`src/hw/Common.sv`:
```
package Common;

  // Memory geometry; word address width comes from the depth
  localparam int MemDepthWords = 64;
  localparam int MemWordBits   = $clog2(MemDepthWords);
  localparam int MemAddrBits   = MemWordBits + 2;  // Plus two byte-offset bits

  typedef logic [31:0] Uint32;

  // Bit 3 marks a valid access, bit 2 a store, bits 1:0 the size
  // Unsigned half sits in the spare store slot
  typedef enum logic [3:0] {
    MemNone = 4'b0000,
    MemLb   = 4'b1000,
    MemLh   = 4'b1001,
    MemLw   = 4'b1010,
    MemLbu  = 4'b1011,
    MemSb   = 4'b1100,
    MemSh   = 4'b1101,
    MemSw   = 4'b1110,
    MemLhu  = 4'b1111
  } MemInstType;

  typedef struct packed {
    MemInstType             op;
    logic [MemAddrBits-1:0] addr;   // Byte address
    Uint32                  wdata;
  } MemReq;

  typedef struct packed {
    Uint32 rdata;
    logic  exception;
  } MemRsp;

  typedef struct packed {
    logic [MemWordBits-1:0] wordAddr;
    Uint32                  writeData;  // Already placed in its byte lanes
    logic [3:0]             maskByte;
    logic                   write;
    logic                   read;
  } RamPort;

endpackage
```
`src/hw/MemSubsystem.sv`:
```
`timescale 1ns/1ps

module MemSubsystem (
  input  logic          clk,
  input  logic          rstN,
  input  logic          req,
  input  Common::MemReq reqData,
  output logic          ack,
  output Common::MemRsp rspData
);
  import Common::*;

  MemInstType ctrlOp;
  logic [1:0] ctrlAddr;
  Uint32      ctrlWdata;
  Uint32      ctrlDataRead;
  Uint32      ctrlDataMemIn;
  logic [3:0] ctrlMask;
  logic       ctrlRead;
  logic       ctrlWrite;
  logic       ctrlException;
  RamPort     ramPort;
  Uint32      dataMemOut;   // Raw RAM word back to the controller

  MemRequestFsm u_MemRequestFsm (
    .clk           (clk),
    .rstN          (rstN),
    .req           (req),
    .reqData       (reqData),
    .ack           (ack),
    .rspData       (rspData),
    .ctrlOp        (ctrlOp),
    .ctrlAddr      (ctrlAddr),
    .ctrlWdata     (ctrlWdata),
    .ctrlDataRead  (ctrlDataRead),
    .ctrlDataMemIn (ctrlDataMemIn),
    .ctrlMask      (ctrlMask),
    .ctrlRead      (ctrlRead),
    .ctrlWrite     (ctrlWrite),
    .ctrlException (ctrlException),
    .ramPort       (ramPort)
  );

  ControllerMem u_ControllerMem (
    .address    (ctrlAddr),
    .dataMemOut (dataMemOut),
    .writeData  (ctrlWdata),
    .instType   (ctrlOp),
    .dataRead   (ctrlDataRead),
    .dataMemIn  (ctrlDataMemIn),
    .maskByte   (ctrlMask),
    .read       (ctrlRead),
    .write      (ctrlWrite),
    .exception  (ctrlException)
  );

  DataMemory u_DataMemory (
    .clk        (clk),
    .ramPort    (ramPort),
    .dataMemOut (dataMemOut)
  );

endmodule

```
`src/hw/MemRequestFsm.sv`:
```
`timescale 1ns/1ps

module MemRequestFsm (
  input  logic               clk,
  input  logic               rstN,
  input  logic               req,
  input  Common::MemReq      reqData,
  output logic               ack,
  output Common::MemRsp      rspData,
  output Common::MemInstType ctrlOp,
  output logic [1:0]         ctrlAddr,
  output Common::Uint32      ctrlWdata,
  input  Common::Uint32      ctrlDataRead,
  input  Common::Uint32      ctrlDataMemIn,
  input  logic [3:0]         ctrlMask,
  input  logic               ctrlRead,
  input  logic               ctrlWrite,
  input  logic               ctrlException,
  output Common::RamPort     ramPort
);
  import Common::*;

  typedef enum logic [1:0] {
    Idle,
    Access,
    Respond
  } FsmState;

  FsmState state;
  MemReq   reqQ;      // Request held for the whole transaction
  logic    accessPhase;

  always_ff @(posedge clk or negedge rstN) begin
    if (!rstN) begin
      state   <= Idle;
      reqQ    <= '{op: MemNone, addr: '0, wdata: '0};
      ack     <= 1'b0;
      rspData <= '0;
    end else begin
      case (state)
        Idle: begin
          if (req) begin
            reqQ  <= reqData;
            state <= Access;
          end
        end
        Access: begin
          state <= Respond;  // RAM samples its port on this edge
        end
        Respond: begin
          if (!ack) begin
            rspData <= '{rdata: ctrlDataRead, exception: ctrlException};
            ack     <= 1'b1;
          end else if (!req) begin
            ack   <= 1'b0;   // Requester closed the handshake
            state <= Idle;
          end
        end
        default: begin
          state <= Idle;
        end
      endcase
    end
  end

  assign ctrlOp    = reqQ.op;
  assign ctrlAddr  = reqQ.addr[1:0];
  assign ctrlWdata = reqQ.wdata;

  // Strobes only live for the single Access cycle
  assign accessPhase = (state == Access);
  assign ramPort = '{
    wordAddr:  reqQ.addr[MemAddrBits-1:2],
    writeData: ctrlDataMemIn,
    maskByte:  ctrlMask,
    write:     ctrlWrite && accessPhase,
    read:      ctrlRead && accessPhase
  };

  assert property (@(posedge clk) disable iff (!rstN) ack |-> state == Respond)
    else $error("MemRequestFsm: ack high outside Respond");

  // Ack register set on the second edge after req is taken
  assert property (@(posedge clk) disable iff (!rstN)
                   (state == Idle && req) |-> ##3 $rose(ack))
    else $error("MemRequestFsm: ack did not follow req by two cycles");

endmodule

```
`src/hw/DataMemory.sv`:
```
`timescale 1ns/1ps

module DataMemory (
  input  logic           clk,
  input  Common::RamPort ramPort,
  output Common::Uint32  dataMemOut
);
  import Common::*;

  Uint32 mem [MemDepthWords];

  always_ff @(posedge clk) begin
    if (ramPort.write) begin
      for (int lane = 0; lane < 4; lane++) begin
        if (ramPort.maskByte[lane]) begin
          mem[ramPort.wordAddr][lane*8 +: 8] <= ramPort.writeData[lane*8 +: 8];
        end
      end
    end
    if (ramPort.read) begin
      dataMemOut <= mem[ramPort.wordAddr];  // Valid one cycle after read
    end
  end

  // Misaligned stores must be dropped upstream, not reach here as empty writes
  assert property (@(posedge clk) ramPort.write |-> ramPort.maskByte != 4'b0000)
    else $error("DataMemory: write with empty byte mask at word %0d", ramPort.wordAddr);

endmodule

```
`src/hw/ControllerMem.sv`:
```
`timescale 1ns/1ps

module ControllerMem (
  input  logic [1:0]         address,
  input  Common::Uint32      dataMemOut,
  input  Common::Uint32      writeData,
  input  Common::MemInstType instType,
  output Common::Uint32      dataRead,
  output Common::Uint32      dataMemIn,
  output logic [3:0]         maskByte,
  output logic               read,
  output logic               write,
  output logic               exception
);
  import Common::*;

  logic [4:0] laneShift;
  Uint32      shiftedOut;
  Uint32      storeByte;
  Uint32      storeHalf;

  assign laneShift  = {address, 3'b000};              // Byte offset in bits
  assign shiftedOut = dataMemOut >> laneShift;        // Addressed byte moved to lane 0
  assign storeByte  = 32'(writeData[7:0]) << laneShift;
  assign storeHalf  = 32'(writeData[15:0]) << laneShift;

  always_comb begin
    dataRead  = '0;  // Also the result of every store and fault
    dataMemIn = '0;
    maskByte  = '0;
    read      = 1'b0;
    write     = 1'b0;
    exception = 1'b0;

    case (instType)
      MemLb: begin
        read     = 1'b1;
        dataRead = 32'($signed(shiftedOut[7:0]));
      end
      MemLbu: begin
        read     = 1'b1;
        dataRead = 32'(shiftedOut[7:0]);
      end
      MemLh: begin
        if (address == 2'd3) begin
          exception = 1'b1;  // Half would cross the word
        end else begin
          read     = 1'b1;
          dataRead = 32'($signed(shiftedOut[15:0]));
        end
      end
      MemLhu: begin
        if (address == 2'd3) begin
          exception = 1'b1;
        end else begin
          read     = 1'b1;
          dataRead = 32'(shiftedOut[15:0]);
        end
      end
      MemLw: begin
        if (address != 2'd0) begin
          exception = 1'b1;
        end else begin
          read     = 1'b1;
          dataRead = dataMemOut;
        end
      end
      MemSb: begin
        write     = 1'b1;
        maskByte  = 4'b0001 << address;
        dataMemIn = storeByte;
      end
      MemSh: begin
        if (address == 2'd3) begin
          exception = 1'b1;  // Mask stays zero, nothing written
        end else begin
          write     = 1'b1;
          maskByte  = 4'b0011 << address;
          dataMemIn = storeHalf;
        end
      end
      MemSw: begin
        if (address != 2'd0) begin
          exception = 1'b1;
        end else begin
          write     = 1'b1;
          maskByte  = 4'b1111;
          dataMemIn = writeData;
        end
      end
      default: begin
        // MemNone leaves every output at its idle value
      end
    endcase
  end

  // A faulting op never reaches the RAM, and no op both reads and writes
  always_comb begin
    assert final ($isunknown(instType) ||
                  (!(read && write) && !(exception && (read || write))))
      else $error("ControllerMem: access strobes conflict for op %s", instType.name());
  end

endmodule

```
`config.mk`:
```
export PLATFORM = sky130hd
export DESIGN_NAME = MemSubsystem
export DESIGN_NICKNAME = d
export VERILOG_FILES = /design/src/hw/Common.sv /design/src/hw/MemSubsystem.sv /design/src/hw/MemRequestFsm.sv /design/src/hw/DataMemory.sv /design/src/hw/ControllerMem.sv
export SDC_FILE = /design/constraint.sdc
export NUM_CORES = 2
export LEC_CHECK = 0
export BUFFER_PORTS_ARGS = -buffer_cell sky130_fd_sc_hd__buf_4
export CORE_MARGIN = 4
export CORE_UTILIZATION = 45
export CTS_CLUSTER_DIAMETER = 200
export DETAILED_ROUTE_END_ITERATION = 6
export HOLD_SLACK_MARGIN = 0.15
export MAX_ROUTING_LAYER = met4
export PLACE_DENSITY = 0.61
export SLEW_MARGIN = 20
export SYNTH_ARGS = -nofsm -noshare
export SYNTH_HDL_FRONTEND = slang
export SYNTH_SLANG_ARGS = --single-unit
```
`constraint.sdc`:
```
create_clock -name clk -period 5.9 [get_ports clk]
set_input_delay 1.18 -clock clk [delete_from_list [all_inputs] [get_ports clk]]
set_output_delay 1.18 -clock clk [all_outputs]
set_load 0.005 [all_outputs]
```
==> reports/qor.csv <==
stage;metric;value;unit
outcome;run_status;complete, no violations;
clock_tree;clkLatencyLatePin;850;ps
synthesis;synth.mux.area_fraction;10.80;%
sta;final_max_slew_viol_count;0;
synthesis;post_synth_and_or_nand_nor_area_fraction;3.325;%
sta;timing.max_slew.rel_slack;24.09;%
floorplan;coreArea;185200;µm²
synthesis;netlist_top_cells_area;edfxtp_1 (75%), mux4_2 (7.0%), mux2i_1 (3.2%);
critical_path;reg2reg_to;u_DataMemory.mem[55][24]$_DFFE_PP_;
sta;post-route-min-period;4355;ps
final_layout;nNetsFinal;4628;
synthesis;yosys.area.top_type_share;74.56;%
routing;drc;0;
routing;first_iteration_detailed_routing_drc_count;5734;
global_route;grtUsageTotal;24.23;%
critical_path;worstRegToRegCells;8;
routing;detail_route.vias_per_cell;6.206;
sta;fmaxAchievable;0.2296;GHz
synthesis;synth_flop_cell;edfxtp_1;
sta;finalHoldViolCount;0;
synthesis;sequential_to_total_area_share_from_yosys_stat;76.95;%
floorplan;vertical_extent_of_the_die;439.5;µm
floorplan;fp-row-count;158;
clock_tree;htree_levels;4;
place;gp_routability_congestion;0.8901;
final_layout;area_growth;11.99;%
critical_path;worst-setup-path-type;flop to flop;
clock_tree;post_cts_resize_count;0;
final_layout;final_area;93820;µm²
synthesis;postSynthRegisterBits;2160;
synthesis;post_synth.cell_area_avg;18.60;µm²
place;place.port_buffers;80;
routing;wirelength;229500;µm
global_route;first_global_vias;43536;
synthesis;synth_cells;4504;
critical_path;worst-r2r-setup-slack;1540;ps
clock_tree;cts_hold_repair.buffers;0;
critical_path;timing.critical_path.arrival;4800;ps
final_layout;layout.core_utilization;50.65;%
sta;postLayoutSetupSlackWorst;1545;ps
synthesis;async_set_or_reset_register_ratio_after_synthesis;3.704;%
synthesis;synth_top_cell_by_area;edfxtp_1;
critical_path;critical_path_required;6340;ps
power;peakVddDrop;0.3960;mV
routing;drt_pre_antenna_iters;6;
clock_tree;clk_transition_reported_paths;60;ps
floorplan;design.die.area;193100;µm²
global_route;grt_antenna_before_repair;3;
place;post_dp_cell_area;87140;µm²
sta;tightest_slew;1135;ps
floorplan;die_w;439.5;µm
place;detailedPlace.worstSlack;1655;ps
synthesis;synth_edf_count;2080;
routing;antenna_violating_nets_post_route;0;
synthesis;syn-num-nets;4555;
hold_path;min_path_type;input pin to asynchronous set/reset pin;
power;p_leak;27.41;nW
final_layout;layout_common_cells;edfxtp_1 (2080), nor2_1 (358), mux2i_1 (268), mux4_2 (260), a221oi_1 (243);
place;place.detailed.hpwl;146900;µm
routing;vias;44892;
power;power_density;474.6;nW/µm²
sta;min_period_over_period;73.82;%
synthesis;synth_xor_area_share;0.01045;%
final_layout;layout.cells.non_filler;7234;
critical_path;crit_path_max_fanout;64;
clock_tree;cts-root-to-sink-buffers;3;
synthesis;ys_types;65;
clock_tree;tritoncts_clock_tree;done;
final_layout;post_route_cells_drive_above_1_share;17.75;%
clock_tree;cts_root_buf;clkbuf_16;
final_layout;final.fill_count;14715;
synthesis;yosys_warnings;0;
synthesis;synth_area;83770;µm²
critical_path;rr_startpoint;u_MemRequestFsm.ctrlAddr[0]$_DFFE_PN0P_;
synthesis;synth_top_family_by_area;multiplexers;
routing;average_detailed_routed_wire_length_per_instance;31.72;µm
place;place_inst;6847;
global_route;wire_length_of_the_first_global_routing_pass;326800;µm
global_route;grt_max_degree;156;
synthesis;synthAdderAreaFrac;0.05974;%
sta;hold-worst-slack;311.4;ps
floorplan;initial_utilization;45.23;%
critical_path;endpoint_kind;flop;
clock_tree;cts-buffers-inserted;208;
power;design_power_total;44.52;mW
clock_tree;post_cts_buffers;0;
sta;finClkSkew;44.33;ps
sta;setup_violations;0;
global_route;global_route.overflow_total;0;
sta;rsz0062_at_grt;no;
clock_tree;cts.sinks;2160;
final_layout;most_frequent_standard_cell_in_the_layout_excluding_fill_and_tap_cells;edfxtp_1;
floorplan;io_pins;81;
synthesis;synth_compound_area_share;7.105;%
job;max-cap-violations;0;
sta;setup_tns;0;ps
critical_path;cp-start-kind;flop;
## cell type report
type / count / area [µm²] / area share (%)
Sequential cell: 2160 / 64470 / 68.72
Multi-Input combinational cell: 2024 / 18100 / 19.30
Clock buffer: 258 / 5488 / 5.849
Tap cell: 2480 / 3103 / 3.308
Timing Repair Buffer: 169 / 1406 / 1.499
Clock inverter: 124 / 1169 / 1.246
Inverter: 14 / 60.06 / 0.06402
Antenna cell: 5 / 12.51 / 0.01334
## cell usage after synthesis (all sizes together) (5+ instances only)
cell / n
o21ai: 140
mux4: 260
a221o: 18
nand2: 182
nor3: 7
a22oi: 183
o2bb2ai: 10
nor3b: 6
nor2: 364
nor2b: 10
and2: 14
or2: 5
nand2b: 12
mux2: 45
a21oi: 27
edfxtp: 2080
inv: 14
clkbuf: 163
a221oi: 243
o22ai: 59
a21o: 10
mux2i: 268
dfrtp: 80
a22o: 10
a222oi: 8
buf: 143
nand4: 32
o22a: 58
## layer usage
metal	vias to the layer above	share of wire, %	GRT usage, %
met1	23364	41	33.27
met3	382	8.8	4.304
met4	0	3.5	7.984
met5	-	0	-
li1	18652	-	-
met2	2494	47	37.06
## worst max-delay path, stage by stage (launching register included)
cell and delay (ps):
dfrtp_1 760, inv_1 380, ha_1 280, nand3b_1 190
nor2_2 690, buf_4 320, o21ai_4 70, buf_4 370
nor2_1 740
## flip-flops by register name (all words and copies together), names as in the netlist
signal / cells
u_MemRequestFsm.ctrlWdata: 32
u_MemRequestFsm.rspData: 33
u_MemRequestFsm.ack: 1
u_MemRequestFsm.ctrlOp: 4
u_MemRequestFsm.ramPort: 6
u_MemRequestFsm.ctrlAddr: 2
u_DataMemory.mem: 2048
u_MemRequestFsm.state: 2
u_DataMemory.dataMemOut: 32
## cells by family (layout without fill, tap and decap cells)
family,after synthesis,count (layout)
adder cells (fa/ha/maj),4,4
other,0,5
multiplexers,573,573
flip-flops,2160,2160
buffers and inverters,320,565
XOR/XNOR,1,1
AO/OA/AOI/OAI,792,792
AND/OR/NAND/NOR,654,654
## how the worst max path moves through the flow
stage	startpoint	to	slack, ps	cells past startpoint
6_report	u_MemRequestFsm.ctrlAddr[0]$_DFFE_PN0P_	u_DataMemory.mem[55][24]$_DFFE_PP_	1540	8
3_5_place_dp	u_MemRequestFsm.ctrlAddr[0]$_DFFE_PN0P_	u_DataMemory.mem[52][25]$_DFFE_PP_	1660	8
3_3_place_gp	u_MemRequestFsm.ctrlAddr[0]$_DFFE_PN0P_	u_DataMemory.mem[42][14]$_DFFE_PP_	1730	8
2_1_floorplan	u_MemRequestFsm.ctrlAddr[0]$_DFFE_PN0P_	u_DataMemory.mem[0][12]$_DFFE_PP_	1140	5
4_1_cts	u_MemRequestFsm.ctrlAddr[0]$_DFFE_PN0P_	u_DataMemory.mem[39][25]$_DFFE_PP_	1630	8
5_1_grt	u_MemRequestFsm.ctrlAddr[0]$_DFFE_PN0P_	u_DataMemory.mem[52][24]$_DFFE_PP_	1330	8
## where the power goes
| group | internal, mW | switching (mW) |
|---|---|---|
| Clock | 7.43 | 5.67 |
| Sequential | 18.0 | 0.682 |
| Combinational | 4.32 | 8.45 |
Power figures use the tool's default switching activity.
